File: src/verilog/ddr_bridge_pkg.sv
package ddr_bridge_pkg;

  // --------------------------------------------------
  // widths
  // --------------------------------------------------
  localparam int AXI_ID_W     = 4;
  localparam int ADDR_W       = 32;
  localparam int MEM_ADDR_W   = 28;                      // controller byte address
  localparam int NARROW_DW    = 32;
  localparam int NARROW_SW    = NARROW_DW / 8;
  localparam int NUM_LANES    = 4;                       // narrow words per line
  localparam int WIDE_DW      = NARROW_DW * NUM_LANES;
  localparam int WORD_OFS_W   = $clog2(NARROW_SW);       // byte offset within a word
  localparam int LINE_OFS_W   = $clog2(WIDE_DW / 8);     // byte offset within a line
  localparam int LOCK_CNT_W   = 8;                       // top bit releases mem reset

  typedef logic [AXI_ID_W-1:0]           axi_id_t;
  typedef logic [ADDR_W-1:0]             addr_t;
  typedef logic [MEM_ADDR_W-1:0]         mem_addr_t;
  typedef logic [NARROW_DW-1:0]          narrow_data_t;
  typedef logic [NARROW_SW-1:0]          narrow_strb_t;
  typedef logic [WIDE_DW-1:0]            wide_data_t;
  typedef logic [WIDE_DW/8-1:0]          wide_strb_t;
  typedef logic [$clog2(NUM_LANES)-1:0]  lane_t;
  typedef logic [1:0]                    resp_t;

  // --------------------------------------------------
  // channel payloads, valid/ready kept outside
  // --------------------------------------------------
  typedef struct packed {
    axi_id_t     id;
    addr_t       addr;
    logic [7:0]  len;
    logic [2:0]  size;
    logic [1:0]  burst;
    logic        lock;
    logic [3:0]  cache;
    logic [2:0]  prot;
  } axi_ax_t;

  typedef struct packed {
    axi_id_t     id;
    mem_addr_t   addr;
    logic [7:0]  len;
    logic [2:0]  size;
    logic [1:0]  burst;
    logic        lock;
    logic [3:0]  cache;
    logic [2:0]  prot;
  } axi_mem_ax_t;

  typedef struct packed {
    narrow_data_t data;
    narrow_strb_t strb;
    logic         last;
  } axi_w_narrow_t;

  typedef struct packed {
    wide_data_t data;
    wide_strb_t strb;
    logic       last;
  } axi_w_wide_t;

  typedef struct packed {
    axi_id_t id;
    resp_t   resp;
  } axi_b_t;

  typedef struct packed {
    axi_id_t      id;
    narrow_data_t data;
    resp_t        resp;
    logic         last;
  } axi_r_narrow_t;

  typedef struct packed {
    axi_id_t    id;
    wide_data_t data;
    resp_t      resp;
    logic       last;
  } axi_r_wide_t;

  // narrow address request onto the line-aligned memory request
  function automatic axi_mem_ax_t align_ax(axi_ax_t ax);
    axi_mem_ax_t m;
    m.id    = ax.id;
    m.addr  = {ax.addr[MEM_ADDR_W-1:LINE_OFS_W], {LINE_OFS_W{1'b0}}};
    m.len   = ax.len;
    m.size  = ax.size;
    m.burst = ax.burst;
    m.lock  = ax.lock;
    m.cache = ax.cache;
    m.prot  = ax.prot;
    return m;
  endfunction

  // word lane of a narrow address within its line
  function automatic lane_t lane_of(addr_t addr);
    return addr[LINE_OFS_W-1:WORD_OFS_W];
  endfunction

endpackage

File: src/verilog/axi_master_mux.sv
`timescale 1ns/100ps

module axi_master_mux
  import ddr_bridge_pkg::*;
(
  input  logic          host_sel,      // 0 dma side, 1 debug side
  // master 0
  input  axi_ax_t       m0_aw,
  input  logic          m0_aw_valid,
  output logic          m0_aw_ready,
  input  axi_w_narrow_t m0_w,
  input  logic          m0_w_valid,
  output logic          m0_w_ready,
  output axi_b_t        m0_b,
  output logic          m0_b_valid,
  input  logic          m0_b_ready,
  input  axi_ax_t       m0_ar,
  input  logic          m0_ar_valid,
  output logic          m0_ar_ready,
  output axi_r_narrow_t m0_r,
  output logic          m0_r_valid,
  input  logic          m0_r_ready,
  // master 1
  input  axi_ax_t       m1_aw,
  input  logic          m1_aw_valid,
  output logic          m1_aw_ready,
  input  axi_w_narrow_t m1_w,
  input  logic          m1_w_valid,
  output logic          m1_w_ready,
  output axi_b_t        m1_b,
  output logic          m1_b_valid,
  input  logic          m1_b_ready,
  input  axi_ax_t       m1_ar,
  input  logic          m1_ar_valid,
  output logic          m1_ar_ready,
  output axi_r_narrow_t m1_r,
  output logic          m1_r_valid,
  input  logic          m1_r_ready,
  // selected master
  output axi_ax_t       aw,
  output logic          aw_valid,
  input  logic          aw_ready,
  output axi_w_narrow_t w,
  output logic          w_valid,
  input  logic          w_ready,
  input  axi_b_t        b,
  input  logic          b_valid,
  output logic          b_ready,
  output axi_ax_t       ar,
  output logic          ar_valid,
  input  logic          ar_ready,
  input  axi_r_narrow_t r,
  input  logic          r_valid,
  output logic          r_ready
);

  // --------------------------------------------------
  // requests toward the bridge
  // --------------------------------------------------
  assign aw       = host_sel ? m1_aw       : m0_aw;
  assign aw_valid = host_sel ? m1_aw_valid : m0_aw_valid;
  assign w        = host_sel ? m1_w        : m0_w;
  assign w_valid  = host_sel ? m1_w_valid  : m0_w_valid;
  assign ar       = host_sel ? m1_ar       : m0_ar;
  assign ar_valid = host_sel ? m1_ar_valid : m0_ar_valid;
  assign b_ready  = host_sel ? m1_b_ready  : m0_b_ready;
  assign r_ready  = host_sel ? m1_r_ready  : m0_r_ready;

  // --------------------------------------------------
  // readies and responses back to the masters
  // --------------------------------------------------
  always_comb begin
    m0_aw_ready = 1'b0;           // idle side sees nothing
    m0_w_ready  = 1'b0;
    m0_ar_ready = 1'b0;
    m0_b        = '0;
    m0_b_valid  = 1'b0;
    m0_r        = '0;
    m0_r_valid  = 1'b0;
    m1_aw_ready = 1'b0;
    m1_w_ready  = 1'b0;
    m1_ar_ready = 1'b0;
    m1_b        = '0;
    m1_b_valid  = 1'b0;
    m1_r        = '0;
    m1_r_valid  = 1'b0;
    if (host_sel) begin
      m1_aw_ready = aw_ready;
      m1_w_ready  = w_ready;
      m1_ar_ready = ar_ready;
      m1_b        = b;
      m1_b_valid  = b_valid;
      m1_r        = r;
      m1_r_valid  = r_valid;
    end else begin
      m0_aw_ready = aw_ready;
      m0_w_ready  = w_ready;
      m0_ar_ready = ar_ready;
      m0_b        = b;
      m0_b_valid  = b_valid;
      m0_r        = r;
      m0_r_valid  = r_valid;
    end
  end

endmodule

File: src/verilog/ddr_bridge_top.sv
`timescale 1ns/100ps

module ddr_bridge_top
  import ddr_bridge_pkg::*;
#(
  parameter int LANE_FIFO_AW = 1     // log2 of lane FIFO depth
) (
  input  logic          sys_clk,
  input  logic          sys_rstn,
  input  logic          host_sel,
  input  logic          pll_locked,
  // master 0, dma side
  input  axi_ax_t       m0_aw,
  input  logic          m0_aw_valid,
  output logic          m0_aw_ready,
  input  axi_w_narrow_t m0_w,
  input  logic          m0_w_valid,
  output logic          m0_w_ready,
  output axi_b_t        m0_b,
  output logic          m0_b_valid,
  input  logic          m0_b_ready,
  input  axi_ax_t       m0_ar,
  input  logic          m0_ar_valid,
  output logic          m0_ar_ready,
  output axi_r_narrow_t m0_r,
  output logic          m0_r_valid,
  input  logic          m0_r_ready,
  // master 1, debug side
  input  axi_ax_t       m1_aw,
  input  logic          m1_aw_valid,
  output logic          m1_aw_ready,
  input  axi_w_narrow_t m1_w,
  input  logic          m1_w_valid,
  output logic          m1_w_ready,
  output axi_b_t        m1_b,
  output logic          m1_b_valid,
  input  logic          m1_b_ready,
  input  axi_ax_t       m1_ar,
  input  logic          m1_ar_valid,
  output logic          m1_ar_ready,
  output axi_r_narrow_t m1_r,
  output logic          m1_r_valid,
  input  logic          m1_r_ready,
  // memory controller port
  output axi_mem_ax_t   mem_aw,
  output logic          mem_aw_valid,
  input  logic          mem_aw_ready,
  output axi_w_wide_t   mem_w,
  output logic          mem_w_valid,
  input  logic          mem_w_ready,
  input  axi_b_t        mem_b,
  input  logic          mem_b_valid,
  output logic          mem_b_ready,
  output axi_mem_ax_t   mem_ar,
  output logic          mem_ar_valid,
  input  logic          mem_ar_ready,
  input  axi_r_wide_t   mem_r,
  input  logic          mem_r_valid,
  output logic          mem_r_ready,
  output logic          mem_rstn
);

  // --------------------------------------------------
  // selected narrow master
  // --------------------------------------------------
  axi_ax_t       aw;
  logic          aw_valid;
  logic          aw_ready;
  axi_w_narrow_t w;
  logic          w_valid;
  logic          w_ready;
  axi_b_t        b;
  logic          b_valid;
  logic          b_ready;
  axi_ax_t       ar;
  logic          ar_valid;
  logic          ar_ready;
  axi_r_narrow_t r;
  logic          r_valid;
  logic          r_ready;

  // port names line up with the nets above
  axi_master_mux u_axi_master_mux (.*);

  write_lane_steer #(
    .LANE_FIFO_AW (LANE_FIFO_AW)
  ) u_write_lane_steer (.*);

  read_lane_select #(
    .LANE_FIFO_AW (LANE_FIFO_AW)
  ) u_read_lane_select (.*);

  mem_reset_seq u_mem_reset_seq (.*);

endmodule

File: src/verilog/lane_fifo.sv
`timescale 1ns/100ps

module lane_fifo #(
  parameter int DATA_W = 6,
  parameter int ADDR_W = 1
) (
  input  logic              sys_clk,
  input  logic              sys_rstn,
  input  logic              push,
  input  logic [DATA_W-1:0] push_data,
  input  logic              pop,
  output logic [DATA_W-1:0] pop_data,
  output logic              full,
  output logic              empty
);

  localparam int DEPTH = 1 << ADDR_W;

  logic [DATA_W-1:0] entry [DEPTH];
  logic [ADDR_W:0]   wr_ptr;     // extra bit tells full from empty
  logic [ADDR_W:0]   rd_ptr;

  always_ff @(posedge sys_clk or negedge sys_rstn) begin
    if (!sys_rstn) begin
      wr_ptr <= '0;
      rd_ptr <= '0;
    end else begin
      if (push)
        wr_ptr <= wr_ptr + 1'b1;
      if (pop)
        rd_ptr <= rd_ptr + 1'b1;
    end
  end

  always_ff @(posedge sys_clk) begin
    if (push)
      entry[wr_ptr[ADDR_W-1:0]] <= push_data;
  end

  assign pop_data = entry[rd_ptr[ADDR_W-1:0]];  // head always visible
  assign empty    = (wr_ptr == rd_ptr);
  assign full     = (wr_ptr[ADDR_W] != rd_ptr[ADDR_W]) &&
                    (wr_ptr[ADDR_W-1:0] == rd_ptr[ADDR_W-1:0]);

endmodule

File: src/verilog/mem_reset_seq.sv
`timescale 1ns/100ps

module mem_reset_seq
  import ddr_bridge_pkg::*;
(
  input  logic sys_clk,
  input  logic sys_rstn,
  input  logic pll_locked,
  output logic mem_rstn
);

  logic [LOCK_CNT_W-1:0] lock_cnt;   // cycles of stable lock

  always_ff @(posedge sys_clk or negedge sys_rstn) begin
    if (!sys_rstn)
      lock_cnt <= '0;
    else if (!pll_locked)
      lock_cnt <= '0;              // lost lock, start over
    else if (lock_cnt != '1)
      lock_cnt <= lock_cnt + 1'b1; // hold at max
  end

  // release once 128 locked cycles have passed
  always_ff @(posedge sys_clk or negedge sys_rstn) begin
    if (!sys_rstn)
      mem_rstn <= 1'b0;
    else
      mem_rstn <= lock_cnt[LOCK_CNT_W-1];
  end

endmodule

File: src/verilog/read_lane_select.sv
`timescale 1ns/100ps

module read_lane_select
  import ddr_bridge_pkg::*;
#(
  parameter int LANE_FIFO_AW = 1
) (
  input  logic          sys_clk,
  input  logic          sys_rstn,
  // narrow side
  input  axi_ax_t       ar,
  input  logic          ar_valid,
  output logic          ar_ready,
  output axi_r_narrow_t r,
  output logic          r_valid,
  input  logic          r_ready,
  // memory side
  output axi_mem_ax_t   mem_ar,
  output logic          mem_ar_valid,
  input  logic          mem_ar_ready,
  input  axi_r_wide_t   mem_r,
  input  logic          mem_r_valid,
  output logic          mem_r_ready
);

  lane_t head_lane;
  logic  lane_full;
  logic  lane_empty;

  // AR, line aligned, lane kept for the answer
  assign ar_ready     = mem_ar_ready && !lane_full;
  assign mem_ar_valid = ar_valid && ar_ready;
  assign mem_ar       = align_ax(ar);

  lane_fifo #(
    .DATA_W ($bits(lane_t)),
    .ADDR_W (LANE_FIFO_AW)
  ) u_lane_fifo (
    .sys_clk   (sys_clk),
    .sys_rstn  (sys_rstn),
    .push      (ar_valid && ar_ready),
    .push_data (lane_of(ar.addr)),
    .pop       (r_valid && r_ready),
    .pop_data  (head_lane),
    .full      (lane_full),
    .empty     (lane_empty)
  );

  // --------------------------------------------------
  // R, pick the recorded word out of the line
  // --------------------------------------------------
  assign r_valid     = mem_r_valid && !lane_empty;  // no data without an open read
  assign mem_r_ready = r_ready && !lane_empty;

  assign r.id   = mem_r.id;
  assign r.data = mem_r.data[head_lane*NARROW_DW +: NARROW_DW];
  assign r.resp = mem_r.resp;
  assign r.last = mem_r.last;

endmodule

File: src/verilog/write_lane_steer.sv
`timescale 1ns/100ps

module write_lane_steer
  import ddr_bridge_pkg::*;
#(
  parameter int LANE_FIFO_AW = 1
) (
  input  logic          sys_clk,
  input  logic          sys_rstn,
  // narrow side
  input  axi_ax_t       aw,
  input  logic          aw_valid,
  output logic          aw_ready,
  input  axi_w_narrow_t w,
  input  logic          w_valid,
  output logic          w_ready,
  output axi_b_t        b,
  output logic          b_valid,
  input  logic          b_ready,
  // memory side
  output axi_mem_ax_t   mem_aw,
  output logic          mem_aw_valid,
  input  logic          mem_aw_ready,
  output axi_w_wide_t   mem_w,
  output logic          mem_w_valid,
  input  logic          mem_w_ready,
  input  axi_b_t        mem_b,
  input  logic          mem_b_valid,
  output logic          mem_b_ready
);

  // one tag per accepted AW
  typedef struct packed {
    narrow_strb_t strb;
    lane_t        lane;
  } wr_tag_t;

  wr_tag_t push_tag;
  wr_tag_t head_tag;
  logic    tag_full;
  logic    tag_empty;

  // --------------------------------------------------
  // AW
  // --------------------------------------------------
  assign aw_ready     = mem_aw_ready && !tag_full;
  assign mem_aw_valid = aw_valid && aw_ready;
  assign mem_aw       = align_ax(aw);

  assign push_tag.strb = w.strb;     // strobe sampled with the address
  assign push_tag.lane = lane_of(aw.addr);

  lane_fifo #(
    .DATA_W ($bits(wr_tag_t)),
    .ADDR_W (LANE_FIFO_AW)
  ) u_tag_fifo (
    .sys_clk   (sys_clk),
    .sys_rstn  (sys_rstn),
    .push      (aw_valid && aw_ready),
    .push_data (push_tag),
    .pop       (mem_w_valid && mem_w_ready),
    .pop_data  (head_tag),
    .full      (tag_full),
    .empty     (tag_empty)
  );

  // --------------------------------------------------
  // W, data on every lane, strobe on one
  // --------------------------------------------------
  assign w_ready     = mem_w_ready && !tag_empty;
  assign mem_w_valid = w_valid && w_ready;

  always_comb begin
    mem_w.data = {NUM_LANES{w.data}};
    mem_w.last = w.last;
    for (int i = 0; i < NUM_LANES; i++) begin
      mem_w.strb[i*NARROW_SW +: NARROW_SW] = (head_tag.lane == lane_t'(i)) ? head_tag.strb : '0;
    end
  end

  // B untouched
  assign b           = mem_b;
  assign b_valid     = mem_b_valid;
  assign mem_b_ready = b_ready;

endmodule
File: config.mk
export PLATFORM = sky130hd
export DESIGN_NAME = ddr_bridge_top
export DESIGN_NICKNAME = d
export VERILOG_FILES = /design/src/verilog/ddr_bridge_pkg.sv /design/src/verilog/axi_master_mux.sv /design/src/verilog/ddr_bridge_top.sv /design/src/verilog/lane_fifo.sv /design/src/verilog/mem_reset_seq.sv /design/src/verilog/read_lane_select.sv /design/src/verilog/write_lane_steer.sv
export SDC_FILE = /design/constraint.sdc
export NUM_CORES = 1
export LEC_CHECK = 0
export BUFFER_PORTS_ARGS = -buffer_cell sky130_fd_sc_hd__buf_4
export CAP_MARGIN = 20
export CORE_AREA = 2 2 322 324
export CTS_CLUSTER_DIAMETER = 150
export DETAILED_ROUTE_END_ITERATION = 7
export DIE_AREA = 0 0 324 326
export GPL_TIMING_DRIVEN = 1
export PLACE_DENSITY = 0.36
export SLEW_MARGIN = 20
export SYNTH_ARGS = -nofsm -noshare
export SYNTH_HDL_FRONTEND = slang
export SYNTH_SLANG_ARGS = --single-unit
export TNS_END_PERCENT = 20
File: constraint.sdc
create_clock -name sys_clk -period 3.81 [get_ports sys_clk]
set_input_delay 0.5715 -clock sys_clk [delete_from_list [all_inputs] [get_ports sys_clk]]
set_output_delay 0.5715 -clock sys_clk [all_outputs]
set_load 0.02 [all_outputs]
==> flow_results.org <==
** Worst setup path
- Length in cells of the worst reg-to-reg path :: 4
- Critical Path Sink :: m1_r[13]
- Startpoint-to-endpoint class of the critical path :: flop to output pin
- Arrival time of data at the critical path endpoint :: 2.63 ns
- The worst register-to-register path ends at u_write_lane_steer.u_tag_fifo.entry[0][3].
- The worst setup path is launched from a flop.
- At the worst endpoint, the required time is roughly 3.2 ns.
- Of all nets on the critical path, the largest fanout is 26.
- Worst setup slack for register-to-register paths :: around 1.5 ns
- CP endpoint kind :: output pin
- Start point of the critical path :: u_read_lane_select.u_lane_fifo.rd_ptr[0]
- Beginning of the worst register-to-register path :: u_write_lane_steer.u_tag_fifo.rd_ptr[0]

** CTS
- CTS max path bufs :: 2
- TritonCTS built the clock tree.
- Number of H-tree levels :: 2
- # hold bufs at CTS :: 0
- CTS clock-pin slew for the worst setup and hold paths :: ~0.050 ns
- The number of gates resized after CTS was 0.
- In this run, CTS created clock tree buffers numbering 5.
- The clock reaches the later pin of the worst-skew pair after about 0.28 ns.
- Counting every sink on the clock net gives 33.
- The tree is rooted in a clkbuf_16.
- Post-CTS setup buffer count :: 0

** Die
- From bottom edge to top edge, the die measures between 300 and 400 um.
- The die covers around 110000 um2.
- Once the floorplan was initialized, standard cells occupied around 7% of the core.
- Pin placement for this block handled about 800 I/O pins.
- The floorplan step defined a core boundary enclosing a little over 100000 um2.
- In this run the horizontal extent of the chip is approximately 320 um.
- Row count :: ~120

** Power
- Peak supply drop :: roughly 0.16 mV
- Pwr per Cell Area :: approximately 380 nW/um2
- In this run the static leakage power is 5.87 nW.

** Route
- Average wire length per cell after detail routing :: about 20 um
- Using the TritonRoute via totals, the vias-per-cell ratio works out to about 2.9.
- Summing over every cut layer, the via total after detailed routing is slightly above 8000.
- The detail route stage leaves a number of antenna-violating nets equal to 0.
- First drt pass iteration count :: 4
- Total DRC errors in the routed layout :: 0
- For this block, the routed nets add up to 56100 um of wire.
- First-iteration detailed-routing DRC count :: 259

** Global routing
- Via count of the first global-routing pass :: between 8000 and 9000
- Wire length of the first global-routing pass :: between 70000 and 80000 um
- The initial antenna violation count was 13.
- Global route overflow :: 0
- Maximum number of pins on one net before global-route repair :: between 80 and 90
- Across every metal layer, demand over resource in global routing totals 9.87%.

** Logic synthesis
- Post-synthesis adder-cell area fraction :: less than 1%
- Xor-xnor portion of the synthesized cell area :: under 10%
- Summing every instance area after synthesis gives roughly 7400 um2.
- Yosys warning total :: 0
- Combinational family with the most area after synthesis :: buffers and inverters
- Mux contribution to synthesized area :: 22.7%
- In this run, synthesis produced a sequential element count of 33.
- Number of distinct library cells after synthesis :: 45
- Cell type contributing the most total cell area after synthesis :: buf_4
- Post-synth top area share :: 24.4%
- Simple-gate portion of the synthesized area :: 22.7%
- Post-synthesis area per instance :: 8.44 um2
- Post-Syn Instances :: approximately 870
- After synthesis, flip-flops and latches occupy between 10% and 20% of the total area.
- Compound-cell area share of the yosys netlist :: ~11%
- Ranking of synthesized cells by area :: buf_4, mux2_2, edfxtp_1, dfrtp_1, nor2_1

** Cells and area
- The post-route netlist has approximately 73% of its cells at a drive strength greater than 1.
- Signed area change from the synthesized netlist to the final layout :: 80.9%
- Layout net count :: approximately 1900
- Leaving out fill and tap cells, the most frequent cell in the layout is buf_4.
- Measured on the finished design, the core utilization comes to 13.0%.
- Top library cells by usage in the layout, fill and taps aside :: buf_4, mux2_2, nor2_1, nor3_1, nand2b_1

** Placement
- Prior to clock tree synthesis, the placed netlist has a worst setup slack of roughly 0.86 ns.
- At the end of routability-driven placement, the weighted congestion stood at about 0.77.
- Total of buffers placed on input and output ports :: 786
- After legalization and detailed placement, the total HPWL measured between 50000 and 60000 um.

** STA
- Final-report setup violation count :: 0
- Worst slew pin tran :: about 1 ns
- Period Utilization, post-route :: 83.9%
- The hold violation count in the final report is 0.
- For the final routed database, the setup TNS stands at 0 ns.
- Max Clock Skew :: 0.00486 ns
- Setup slack of the critical path after layout :: around 0.61 ns
- Count of pins over their slew limit :: 0
- Setup repair after global routing left no endpoint under its margin.
- Worst max-slew margin expressed relative to the limit :: between 30% and 40%
- The routed design could run at a clock period as short as 3.20 ns.
- Maximum achievable frequency :: 313 MHz

** Hold path
- Path category of the worst min-delay check :: input port to async pin

** Run status
- The run finished with clean final reports.

** Job
- Across the run, the number of max-cap violations was 0.
==> kinds of logic after synthesis <==
group	count (synthesis)
buf+inv	298
simple gates	288
mux	149
compound gates	84
flops	33
xor+xnor	17
fa+ha+maj	1
other cells	1
==> synth_stat cells (all sizes together) <==
cell type  count
a211oi         3
a21oi          3
a221oi        32
a31oi          2
a32oi          1
and2          17
and3           5
buf          279
clkbuf        12
conb           1
dfrtp         17
edfxtp        16
ha             1
inv            7
mux2         142
mux2i          7
nand2         19
nand2b        35
nand3          3
nand4          2
nor2          96
nor2b         15
nor3          65
nor3b         31
o2111ai        1
o21ai          5
o22ai         33
o311a          1
o32a           1
o32ai          2
xnor2          7
xor2          10
==> power by group <==
| group | switching, mW | leakage [nW] | internal (mW) |
|---|---|---|---|
| clock | 0.145 | 0.0712 | 0.260 |
| sequential | 0.115 | 0.363 | 0.458 |
| combinational | 2.38 | 5.44 | 1.68 |
| total | 2.64 | 5.87 | 2.40 |
==> cell type report <==
| class | count | area (um2) |
|---|---|---|
| Tap cell | 1380 | 1730 |
| Fill cell | 11900 | 89300 |
| Inverter | 7 | 26.3 |
| Clock buffer | 8 | 146 |
| Sequential cell | 33 | 906 |
| Multi-Input combinational cell | 547 | 4360 |
| Timing Repair Buffer | 806 | 6130 |
| Antenna cell | 2 | 5.00 |
==> worst min-delay path by stage <==
| stage | start | end | slack (ns) | depth (start not counted) |
|---|---|---|---|---|
| floorplan | sys_rstn | u_mem_reset_seq.lock_cnt[0] | 0.28 | 0 |
| global placement | u_mem_reset_seq.lock_cnt[7] | u_mem_reset_seq.mem_rstn | 0.43 | 0 |
| detailed placement | u_mem_reset_seq.lock_cnt[7] | u_mem_reset_seq.mem_rstn | 0.43 | 0 |
| CTS | sys_rstn | u_write_lane_steer.u_tag_fifo.wr_ptr[0] | 0.18 | 1 |
| global route | sys_rstn | u_mem_reset_seq.mem_rstn | 0.18 | 1 |
| finish | sys_rstn | u_mem_reset_seq.mem_rstn | 0.17 | 1 |
==> state kept, by name, indices dropped and copies added, names as in the netlist <==
name                                   cells
u_write_lane_steer.u_tag_fifo.entry       12
u_read_lane_select.u_lane_fifo.rd_ptr      2
u_write_lane_steer.u_tag_fifo.wr_ptr       2
u_mem_reset_seq.mem_rstn                   1
u_read_lane_select.u_lane_fifo.entry       4
u_read_lane_select.u_lane_fifo.wr_ptr      2
u_mem_reset_seq.lock_cnt                   8
u_write_lane_steer.u_tag_fifo.rd_ptr       2
==> critical path, cell delays in order (launching register included) <==
cell     delay [ns]
dfrtp_1        0.66
mux2_4         0.56
buf_4          0.29
nor3_2         0.07
nor3b_1        0.51
buf_4          0.25
==> stage by stage <==
step / area, um2 / total power [mW] / hold slack, ns / std cells
final: 13300 / 5.04 / 0.167 / 2783
after floorplan: 7380 / 3.09 / 0.276 / 878
after CTS: 13300 / 5.16 / 0.176 / 2781
after global routing: 13300 / 5.41 / 0.179 / 2781
after global placement: 13100 / 4.74 / 0.427 / 2773
after detailed placement: 13100 / 4.73 / 0.429 / 2773
==> routing by layer <==
layer | vias up | share of wire (%) | track usage, %
li1 | 3869 | - | -
met1 | 3690 | 39 | 11.3
met2 | 460 | 49 | 17.3
met3 | 31 | 12 | 4.38
met4 | 16 | 0.83 | 0.855
met5 | - | 0.17 | 0
(Power assumes the default switching activity.)
